$ cat src/logic/rv64_pkg.sv
package rv64_pkg;

  localparam int xlen       = 64;
  localparam int reg_count  = 32;
  localparam int reg_addr_w = 5;

  // Major opcodes of the supported subset
  localparam logic [6:0] op_reg    = 7'b0110011;
  localparam logic [6:0] op_imm    = 7'b0010011;
  localparam logic [6:0] op_load   = 7'b0000011;
  localparam logic [6:0] op_store  = 7'b0100011;
  localparam logic [6:0] op_branch = 7'b1100011;
  localparam logic [6:0] op_jal    = 7'b1101111;

  localparam logic [2:0] f3_add_sub = 3'b000;  // ADD/SUB/ADDI
  localparam logic [2:0] f3_sll     = 3'b001;
  localparam logic [2:0] f3_xor     = 3'b100;
  localparam logic [2:0] f3_srl_sra = 3'b101;
  localparam logic [2:0] f3_or      = 3'b110;
  localparam logic [2:0] f3_and     = 3'b111;
  localparam logic [2:0] f3_beq     = 3'b000;
  localparam logic [2:0] f3_bne     = 3'b001;
  localparam logic [2:0] f3_double  = 3'b011;  // LD/SD width
  localparam logic [6:0] f7_alt     = 7'b0100000;  // SUB and SRA select

  typedef logic [xlen-1:0]       word_t;
  typedef logic [reg_addr_w-1:0] reg_addr_t;

  typedef enum logic [2:0] {
    alu_add, alu_sub, alu_and, alu_or, alu_xor, alu_sll, alu_srl, alu_sra
  } alu_op_e;

  // Instruction formats, MSB first
  typedef struct packed {
    logic [6:0] funct7;
    reg_addr_t  rs2;
    reg_addr_t  rs1;
    logic [2:0] funct3;
    reg_addr_t  rd;
    logic [6:0] opcode;
  } r_fmt_t;

  typedef struct packed {
    logic [11:0] imm;
    reg_addr_t   rs1;
    logic [2:0]  funct3;
    reg_addr_t   rd;
    logic [6:0]  opcode;
  } i_fmt_t;

  typedef struct packed {
    logic [6:0] imm_hi;
    reg_addr_t  rs2;
    reg_addr_t  rs1;
    logic [2:0] funct3;
    logic [4:0] imm_lo;
    logic [6:0] opcode;
  } s_fmt_t;

  typedef struct packed {
    logic       imm_12;
    logic [5:0] imm_10_5;
    reg_addr_t  rs2;
    reg_addr_t  rs1;
    logic [2:0] funct3;
    logic [3:0] imm_4_1;
    logic       imm_11;
    logic [6:0] opcode;
  } b_fmt_t;

  typedef struct packed {
    logic       imm_20;
    logic [9:0] imm_10_1;
    logic       imm_11;
    logic [7:0] imm_19_12;
    reg_addr_t  rd;
    logic [6:0] opcode;
  } j_fmt_t;

  // One word, five views
  typedef union packed {
    r_fmt_t r;
    i_fmt_t i;
    s_fmt_t s;
    b_fmt_t b;
    j_fmt_t j;
  } instr_u;

  typedef struct packed {
    alu_op_e alu_op;
    logic    use_imm;    // Operand B from immediate
    logic    reg_write;
    logic    is_load;
    logic    is_store;
    logic    is_branch;
    logic    branch_ne;  // BNE when set, BEQ otherwise
    logic    is_jal;
  } ctrl_t;

  typedef struct packed {
    logic        valid;
    word_t       pc;
    logic [31:0] instr;
  } fetch_t;

  typedef struct packed {
    logic      valid;
    word_t     pc;
    ctrl_t     ctrl;
    word_t     rs1_val;
    word_t     rs2_val;
    word_t     imm;
    reg_addr_t rd;
  } decode_t;

  typedef struct packed {
    logic      valid;
    word_t     pc;
    ctrl_t     ctrl;
    word_t     result;      // ALU result, load/store address or link value
    word_t     store_data;
    word_t     next_pc;
    reg_addr_t rd;
  } exec_t;

  typedef struct packed {
    logic  strobe;
    logic  write;
    word_t addr;
    word_t wdata;
  } dmem_req_t;

  typedef struct packed {
    logic      valid;
    word_t     pc;
    logic      reg_write;
    reg_addr_t rd;
    word_t     data;
    word_t     next_pc;
  } retire_t;

endpackage

$ cat src/logic/decode_stage.sv
`timescale 1ns/100ps

module decode_stage import rv64_pkg::*; (
  input  logic      clk,
  input  logic      reset,
  input  fetch_t    fetched,
  input  word_t     rs1_data,
  input  word_t     rs2_data,
  output reg_addr_t rs1_addr,
  output reg_addr_t rs2_addr,
  output decode_t   decoded
);

  instr_u instr;
  ctrl_t  ctrl;
  word_t  imm;

  assign instr = fetched.instr;

  // Register fields sit at the same place in every format that has them
  assign rs1_addr = instr.r.rs1;
  assign rs2_addr = instr.r.rs2;

  // Immediate by format, sign-extended to xlen
  always_comb begin
    case (instr.r.opcode)
      op_store:  imm = {{(xlen-12){instr.s.imm_hi[6]}}, instr.s.imm_hi, instr.s.imm_lo};
      op_branch: imm = {{(xlen-13){instr.b.imm_12}}, instr.b.imm_12, instr.b.imm_11,
                        instr.b.imm_10_5, instr.b.imm_4_1, 1'b0};
      op_jal:    imm = {{(xlen-21){instr.j.imm_20}}, instr.j.imm_20, instr.j.imm_19_12,
                        instr.j.imm_11, instr.j.imm_10_1, 1'b0};
      default:   imm = {{(xlen-12){instr.i.imm[11]}}, instr.i.imm};  // I-type
    endcase
  end

  always_comb begin
    ctrl = '0;  // Anything unsupported retires with no effect
    case (instr.r.opcode)
      op_reg: begin
        ctrl.reg_write = 1'b1;
        case (instr.r.funct3)
          f3_add_sub: ctrl.alu_op = (instr.r.funct7 == f7_alt) ? alu_sub : alu_add;
          f3_sll:     ctrl.alu_op = alu_sll;
          f3_xor:     ctrl.alu_op = alu_xor;
          f3_srl_sra: ctrl.alu_op = (instr.r.funct7 == f7_alt) ? alu_sra : alu_srl;
          f3_or:      ctrl.alu_op = alu_or;
          f3_and:     ctrl.alu_op = alu_and;
          default:    ctrl = '0;  // SLT/SLTU
        endcase
      end
      op_imm: begin
        ctrl.reg_write = 1'b1;
        ctrl.use_imm   = 1'b1;
        case (instr.i.funct3)
          f3_add_sub: ctrl.alu_op = alu_add;
          f3_sll:     ctrl.alu_op = alu_sll;
          f3_xor:     ctrl.alu_op = alu_xor;
          f3_srl_sra: ctrl.alu_op = instr.i.imm[10] ? alu_sra : alu_srl;  // funct6 bit
          f3_or:      ctrl.alu_op = alu_or;
          f3_and:     ctrl.alu_op = alu_and;
          default:    ctrl = '0;
        endcase
      end
      op_load: begin
        if (instr.i.funct3 == f3_double) begin
          ctrl.is_load   = 1'b1;
          ctrl.reg_write = 1'b1;
          ctrl.use_imm   = 1'b1;  // Address = rs1 + imm
        end
      end
      op_store: begin
        if (instr.s.funct3 == f3_double) begin
          ctrl.is_store = 1'b1;
          ctrl.use_imm  = 1'b1;
        end
      end
      op_branch: begin
        if (instr.b.funct3 == f3_beq || instr.b.funct3 == f3_bne) begin
          ctrl.is_branch = 1'b1;
          ctrl.branch_ne = (instr.b.funct3 == f3_bne);
        end
      end
      op_jal: begin
        ctrl.is_jal    = 1'b1;
        ctrl.reg_write = 1'b1;  // Link register
      end
      default: ;
    endcase
  end

  // Decode stage register
  always_ff @(posedge clk) begin
    if (reset) begin
      decoded.valid <= 1'b0;
    end else begin
      decoded.valid <= fetched.valid;
    end
  end

  always_ff @(posedge clk) begin
    if (fetched.valid) begin
      decoded.pc      <= fetched.pc;
      decoded.ctrl    <= ctrl;
      decoded.rs1_val <= rs1_data;  // Register file reads are combinational
      decoded.rs2_val <= rs2_data;
      decoded.imm     <= imm;
      decoded.rd      <= instr.r.rd;
    end
  end

endmodule

$ cat config.mk
export PLATFORM = sky130hd
export DESIGN_NAME = decode_stage
export DESIGN_NICKNAME = d
export VERILOG_FILES = /design/src/logic/rv64_pkg.sv /design/src/logic/decode_stage.sv
export SDC_FILE = /design/constraint.sdc
export NUM_CORES = 1
export LEC_CHECK = 0
export BUFFER_PORTS_ARGS = -buffer_cell sky130_fd_sc_hd__buf_4
export CAP_MARGIN = 15
export CORE_AREA = 2 2 197 199
export DETAILED_ROUTE_END_ITERATION = 12
export DIE_AREA = 0 0 199 201
export GPL_TIMING_DRIVEN = 0
export PLACE_DENSITY = 0.44
export SLEW_MARGIN = 40
export SYNTH_ARGS = -nofsm -noshare
export SYNTH_HDL_FRONTEND = slang
export SYNTH_SLANG_ARGS = --single-unit
$ cat constraint.sdc
create_clock -name clk -period 2.12 [get_ports clk]
set_clock_uncertainty 0.2 [all_clocks]
set_input_delay 0.212 -clock clk [delete_from_list [all_inputs] [get_ports clk]]
set_output_delay 0.212 -clock clk [all_outputs]
set_load 0.02 [all_outputs]
==> flow_summary.ini, run 1 <==
[run_status]
status = complete, no violations

[sta]
min_period_over_period_pct = 92.6
layout_min_cycle_time_ps = 1960
worst_slew_pin_slew_ps = 462
max_slew_margin_pct = 68.9
fmax_ghz = 0.510
finalHoldViolCount = 0
maxSlewViolCount = 0
rsz0062_at_grt = no
setup_viol = 0

[routing]
dr.pass1.iters = 4
wl_per_cell_um = 15.9
viasPerCell = 3.61
vias = 5959
drt-total-wl_mm = 26.3
drc = 0
drtIter0Drc = 214
ant_nets = 0

[synthesis]
synthCells = 346
synth_xor_area_share_pct = 0
ys_ff_latch = 229
syn-num-nets = 573
synth_fa_ha_area_share_pct = 0
synth_top_area_cell = edfxtp_1
ys_dominant_reg_cell = edfxtp_1
synth_top_area_share_pct = 88.6
synth_compound_area_share_pct = 1.89
yosys.cell_types.count = 36
syn_area_sq_mm = 0.00773
synth_edf_count = 228
muxShareOfSynthArea_pct = 0.906
synth_area_per_cell_sq_um = 22.3
yosys_warnings = 0
synth_top_family_by_area = buffers and inverters
synth_area_leaders = edfxtp_1 89%, buf_4 5.1%, a21o_1 0.87%
seq_area_frac_synth_pct = 88.8
synthArstFlopShare_pct = 0
yosys.area_share.simple_pct = 2.65

[pwr]
power_density_mw_per_mm2 = 793
intPower_w = 0.00923
p_total_w = 0.0122
pwr-share-comb_pct = 18.0
power.share.sequential_pct = 44.8
peakVddDrop_uv = 623
leakagePower_nw = 6.61
p_sw_w = 0.00299
netSwitchingFraction_pct = 24.5
clock_power_share_pct = 37.2

[clock_tree]
cts.path.max_buffers = 3
htree_levels = 1
cts_root_buf = clkbuf_16
tritoncts = done
clock-sinks = 229
path_clk_slew_ps = 60
cts_buffers = 27
cts_resized = 0

[worst_setup_path]
criticalPathCategory = flop to output pin
cp_cell_sequence = buf_6 -> buf_4 -> buf_4
cp.buffers_inverters = 3
cpLargestDelayFamily = flip-flops
worst-path-max-fanout = 21
crit_path_max_incr_delay_ps = 510
cp_common_cell = buf_4
startpoint_type = flop
cp_num_cells = 3
critPathSlowestCell = edfxtp_1
end_kind = output pin
arrival_ps = 1550
cp_data_required_time_ps = 1710

[global_route]
grt_usage_pct = 12.4
grt.busiest_layer = met2
grt_overflow = 0
grt_pass1_wl_mm = 37.3
grt_pass1_vias = 6280
use_met1_pct = 13.4
use_met2_pct = 22.1
grt_max_degree = 72
antenna_found_initial = 0
use_met3_pct = 4.08

[run]
cap_violations = 0

[placement]
dpl.cell_count = 1375
hpwl_mm = 19.0
port_buffers = 506
gp_congestion = 0.746

[cells_and_area]
syn_to_final_growth_pct = 99.1
drive_gt1_share_pct = 54.6
final_common_cell = buf_4
largest_register = decoded
fin_nets = 1338
stdcell_count = 1649
reg_top3 = decoded (229)
finalCoreUtilization_pct = 40.4
final_cell_mix = 559 x buf_4, 228 x edfxtp_1, 224 x dlygate4sd3_1
n_antenna_cell = 0
largest_reg_flops = 229

[die]
fp.dieW_um = 199
dieArea_sq_mm = 0.0400
die_y_um = 201
core_sq_mm = 0.0381
ioPinCount = 509
initial_core_util_pct = 20.3
rows = 72

[hold_path]
holdPathStages = 2
hold_class = input port to flop
final timing paths:
kind / from / to / slack, ps
worst max-delay path: decoded[25] / decoded[37] / 160
worst min-delay path: rs2_data[5] / decoded[74] / 190
power groups by stage:
stage	logic, W	registers, W	clock network (W)
2_1_floorplan	0.000250	0.00604	0
3_3_place_gp	0.00183	0.00559	0
3_5_place_dp	0.00187	0.00557	0
4_1_cts	0.00223	0.00548	0.00473
5_1_grt	0.00232	0.00551	0.00490
6_report	0.00220	0.00548	0.00454
area by class of cell:
class / instances / area [sq um]
Inverter: 5 / 18.8
Timing Repair Buffer: 736 / 6160
Tap cell: 518 / 648
Fill cell: 3584 / 22700
Clock buffer: 33 / 698
Buffer: 57 / 424
Multi-Input combinational cell: 55 / 422
Clock inverter: 16 / 158
Sequential cell: 229 / 6870
cell usage after synthesis, drive strengths merged, types with 2 or more instances:
cell type / n
a21o: 9
a31oi: 2
and3b: 2
buf: 57
edfxtp: 228
inv: 5
mux2: 4
nand2: 4
nand2b: 2
nand3b: 3
nor2: 4
nor2b: 3
nor3: 2
o21ai: 3
metrics by stage:
step	hold WS [ps]	TNS [ps]	setup slack, ps	cell area [sq um]
2_1_floorplan	83.6	0	342	7730
3_3_place_gp	170	-225620	-1010	12200
3_5_place_dp	170	0	338	12300
4_1_cts	144	0	105	15400
5_1_grt	163	0	77.2	15400
6_report	195	0	158	15400
timing repair:
item,in CTS,in global routing
endpoints found under the setup margin,21,0
hold endpoints to repair,256,0
hold buffers,224,0
setup buffers,1,0
per-layer routing:
layer / vias up / wire (um)
li1: 2824 / -
met1: 2845 / 9670
met2: 246 / 13500
met3: 44 / 2300
met4: 0 / 766
met5: - / 0
logic make-up (layout without fill, tap and decap cells):
group | Yosys count | in the layout
DFF | 229 | 229
buffers and inverters | 62 | 847
and+or+nand+nor | 30 | 30
muxes | 5 | 5
AOI/OAI and AO/OA | 20 | 20
(Power assumes the default switching activity.)
==> run 2: changes to the inputs <==
--- a/config.mk
+++ b/config.mk
@@ -12,6 +12,7 @@
 export DIE_AREA = 0 0 199 201
 export GPL_TIMING_DRIVEN = 0
 export PLACE_DENSITY = 0.44
+export RECOVER_POWER = 100
 export SLEW_MARGIN = 40
 export SYNTH_ARGS = -nofsm -noshare
 export SYNTH_HDL_FRONTEND = slang
==> run 2 against run 1 <==
Effect of this change: sequential share of layout area is 3.3 points higher; core utilization is 2.8 points lower; via count is 0.29% lower; wire length is 0.45% lower; die area stayed put; critical path depth stayed put; flip-flop and latch count stayed put; clock power hardly changed; count of clock-buffer cells in the layout stayed put; largest cell class unchanged.
==> flow_summary.ini, run 2 (synthesis gave the netlist of run 1 again) <==
[run_status]
status = complete, no violations

[routing]
drt-total-wl_mm = 26.2
viasPerCell = 3.60
ant_nets = 0
drc = 0
wl_per_cell_um = 15.9
vias = 5942
drtIter0Drc = 283
dr.pass1.iters = 4

[cells_and_area]
final_cell_area_sq_mm = 0.0143
n_antenna_cell = 0
drive_gt1_share_pct = 31.7
fin_nets = 1338
fillers = 3889
largest_reg_flops = 229
final_cell_mix = 259 x clkbuf_1, 228 x edfxtp_1, 224 x dlygate4sd3_1
syn_to_final_growth_pct = 85.5
largest_register = decoded
final_common_cell = clkbuf_1
reg_top3 = decoded (229)
stdcell_count = 1649

[worst_setup_path]
worst-path-max-fanout = 13
end_kind = output pin
cp_common_cell = buf_4
critPathSlowestCell = edfxtp_1
cpLargestDelayFamily = buffers and inverters
cp.buffers_inverters = 3
crit_path_max_incr_delay_ps = 490
criticalPathCategory = flop to output pin
cp_cell_sequence = clkbuf_4 -> buf_4 -> buf_4
cp_data_required_time_ps = 1710
startpoint = decoded[25]
arrival_ps = 1580
startpoint_type = flop

[sta]
fmax_ghz = 0.501
finalHoldViolCount = 0
hold_ws_ps = 195
min_period_over_period_pct = 94.1
setup_viol = 0
maxSlewViolCount = 0
fin_ws_ps = 125
layout_min_cycle_time_ps = 1990
rsz0062_at_grt = no
max_slew_margin_pct = 56.3
worst_slew_pin_slew_ps = 656

[global_route]
grt_pass1_vias = 6280
grt_max_degree = 72
grt_usage_pct = 12.4
antenna_found_initial = 0
grt_pass1_wl_mm = 37.3
grt_overflow = 0

[clock_tree]
path_clk_slew_ps = 60
tritoncts = done
htree_levels = 1
cts_buffers = 27
cts.path.max_buffers = 3
clock-sinks = 229
cts_root_buf = clkbuf_16

[placement]
hpwl_mm = 19.0
gp_congestion = 0.746
dpl_cell_area_sq_mm = 0.0123
dpl.cell_count = 1375
dp_slack_ps = 338
port_buffers = 506

[hold_path]
holdPathStages = 3
hold_end = decoded[271]
min_from = reset
hold_class = input port to flop

[pwr]
leakagePower_nw = 5.59
p_total_w = 0.0119
peakVddDrop_uv = 620
power_density_mw_per_mm2 = 827

[die]
die_y_um = 201
fp.dieW_um = 199
rows = 72
dieArea_sq_mm = 0.0400
ioPinCount = 509
core_sq_mm = 0.0381
initial_core_util_pct = 20.3

[run]
cap_violations = 0
run 2: worst max path at each step:
stage,endpoint,cells after the start,slack [ps]
final,decoded[50],3,130
after global routing,decoded[36],3,40
after CTS,decoded[41],3,110
after detailed placement,decoded[147],3,340
after global placement,decoded[90],1,-1010
after floorplan,decoded[26],1,340
run 2: layer usage:
metal / track usage, % / wire length, um / vias to the layer above
met4: 5.04 / 629 / 0
met2: 22.1 / 13500 / 237
met1: 13.4 / 9790 / 2843
met3: 4.08 / 2200 / 38
li1: - / - / 2824
met5: 0 / 0 / -
run 2: what timing repair did:
action                     CTS  global route
hold endpoints to repair   256             0
setup endpoints to repair   21             0
hold buffers               224             0
setup buffers                1             0
resized for setup            0             0
run 2: area by class of cell:
| cell class | count | area, sq um | area share [%] |
|---|---|---|---|
| Timing Repair Buffer | 736 | 5130 | 35.8 |
| Multi-Input combinational cell | 55 | 398 | 2.77 |
| Tap cell | 518 | 648 | 4.52 |
| Sequential cell | 229 | 6870 | 47.9 |
| Inverter | 5 | 18.8 | 0.131 |
| Buffer | 57 | 423 | 2.95 |
| Clock inverter | 16 | 158 | 1.10 |
| Clock buffer | 33 | 698 | 4.87 |
run 2: worst min-delay path: stages:
cell and delay, ps:
dlygate4sd3_1 540, buf_4 100, nor2b_1 30
run 2: report_power, final:
part           total [W]  internal (W)  switching, W  leakage [nW]
sequential       0.00547       0.00537     0.0000920          2.24
clock            0.00454       0.00270       0.00184         0.422
combinational    0.00185      0.000813       0.00104          2.94
total             0.0119       0.00888       0.00298          5.59
run 2: stage by stage:
stage	util [%]	setup TNS, ps
floorplan	-	0
global placement	32.0	-225620
detailed placement	32.3	0
CTS	40.4	0
global route	37.6	0
finish	37.6	0
==> run 3: changes to the inputs <==
--- a/config.mk
+++ b/config.mk
@@ -7,11 +7,13 @@
 export LEC_CHECK = 0
 export BUFFER_PORTS_ARGS = -buffer_cell sky130_fd_sc_hd__buf_4
 export CAP_MARGIN = 15
+export CELL_PAD_IN_SITES_DETAIL_PLACEMENT = 0
+export CELL_PAD_IN_SITES_GLOBAL_PLACEMENT = 1
 export CORE_AREA = 2 2 197 199
 export DETAILED_ROUTE_END_ITERATION = 12
 export DIE_AREA = 0 0 199 201
 export GPL_TIMING_DRIVEN = 0
-export PLACE_DENSITY = 0.44
+export PLACE_DENSITY = 0.53
 export RECOVER_POWER = 100
 export SLEW_MARGIN = 40
 export SYNTH_ARGS = -nofsm -noshare
==> run 3 against run 2 <==
Effect of this change: fmax is 2.9% lower; first-iteration DRC count decreased by 20%; critical path depth is the same; count of clock-buffer cells in the layout up 2; final area up 0.28%; clock power fell by 5.5%; sequential power is essentially flat; die area stayed put; via count is essentially flat; critical path type is now input port to flop; largest cell class unchanged.
==> flow_summary.ini, run 3 (synthesis gave the netlist of run 1 again) <==
[run_status]
status = complete, no violations

[routing]
drc = 0
viasPerCell = 3.59
wl_per_cell_um = 15.6
ant_nets = 0
drtIter0Drc = 227
dr.pass1.iters = 4
drt-total-wl_mm = 25.8
vias = 5945

[worst_setup_path]
startpoint = fetched[96]
arrival_ps = 2010
cp_data_required_time_ps = 2080
worst-path-max-fanout = 76
endpoint = decoded[157]
end_kind = flop
criticalPathCategory = input port to flop
startpoint_type = input port

[pwr]
power.share.sequential_pct = 47.1
intPower_w = 0.00866
netSwitchingFraction_pct = 25.6
power_density_mw_per_mm2 = 809
p_sw_w = 0.00298
clock_power_share_pct = 36.8
pwr-share-comb_pct = 16.1
p_total_w = 0.0116
peakVddDrop_uv = 602
leakagePower_nw = 5.62

[die]
core_sq_mm = 0.0381
dieArea_sq_mm = 0.0400
initial_core_util_pct = 20.3
die_y_um = 201
ioPinCount = 509
rows = 72
fp.dieW_um = 199

[global_route]
grt_overflow = 0
grt_max_degree = 77
grt_pass1_vias = 6210
antenna_found_initial = 0
grt_usage_pct = 12.1
grt_pass1_wl_mm = 36.5

[cells_and_area]
fillers = 3811
n_antenna_cell = 0
final_cell_mix = 260 x clkbuf_1, 228 x edfxtp_1, 225 x dlygate4sd3_1
syn_to_final_growth_pct = 86.1
reg_top3 = decoded (229)
largest_register = decoded
final_common_cell = clkbuf_1
stdcell_count = 1654
largest_reg_flops = 229
fin_nets = 1343
drive_gt1_share_pct = 32.0
finalCoreUtilization_pct = 37.7

[clock_tree]
htree_levels = 1
cts_root_buf = clkbuf_16
tritoncts = done
cts.path.max_buffers = 3
cts_buffers = 27
path_clk_slew_ps = 60
clock-sinks = 229

[sta]
maxSlewViolCount = 0
layout_min_cycle_time_ps = 2050
max_slew_margin_pct = 27.5
rsz0062_at_grt = no
setup_tns_ps = 0
worst_slew_pin_slew_ps = 1090
min_period_over_period_pct = 96.9
setup_viol = 0
fmax_ghz = 0.487
finalHoldViolCount = 0

[hold_path]
hold_class = input port to flop
holdPathStages = 4

[placement]
dpl.cell_count = 1375
gp_congestion = 0.712
hpwl_mm = 18.3
port_buffers = 506

[run]
cap_violations = 0
run 3: layout make-up:
type / count / area (sq um) / share of cell area, %
Clock buffer: 35 / 736 / 5.11
Tap cell: 518 / 648 / 4.51
Sequential cell: 229 / 6870 / 47.7
Clock inverter: 14 / 82.6 / 0.574
Inverter: 5 / 18.8 / 0.130
Multi-Input combinational cell: 55 / 414 / 2.88
Timing Repair Buffer: 741 / 5200 / 36.1
Buffer: 57 / 423 / 2.94
run 3: what timing repair did:
item / CTS / global route
resized for setup: 0 / 2
endpoints found under the hold margin: 255 / 0
buffers inserted: 2 / 3
endpoints found under the setup margin: 21 / 21
hold buffers: 225 / 0
run 3: power by group through the flow:
stage	clock network [W]	logic (W)	registers, W
2_1_floorplan	0	0.000250	0.00604
3_3_place_gp	0	0.00183	0.00560
3_5_place_dp	0	0.00187	0.00557
4_1_cts	0.00446	0.00223	0.00548
5_1_grt	0.00462	0.00198	0.00551
6_report	0.00429	0.00187	0.00547
run 3: worst max-delay path, cell delays in order:
cell	delay [ps]
dlygate4sd3_1	570
buf_8	260
clkbuf_4	870
run 3: per-stage QoR:
stage	worst slack [ps]	hold WS [ps]	area [sq um]
after floorplan	342	83.6	7730
after global placement	-974	170	12200
after detailed placement	372	174	12300
after CTS	7.96	11.5	15400
after global routing	8.66	84.4	14400
final	66.7	29.4	14400
run 3: worst min-delay path by stage:
| stage | startpoint | slack [ps] | endpoint |
|---|---|---|---|
| 5_1_grt | fetched[2] | 80 | decoded[202] |
| 2_1_floorplan | reset | 80 | decoded[271] |
| 3_5_place_dp | reset | 170 | decoded[271] |
| 6_report | fetched[2] | 30 | decoded[5] |
| 3_3_place_gp | reset | 170 | decoded[271] |
| 4_1_cts | fetched[2] | 10 | decoded[5] |
run 3: routing by layer:
metal	global-route usage, %	routed length (um)
met5	0	0
met4	3.33	544
met3	3.46	1880
met2	22.3	13700
met1	13.3	9670
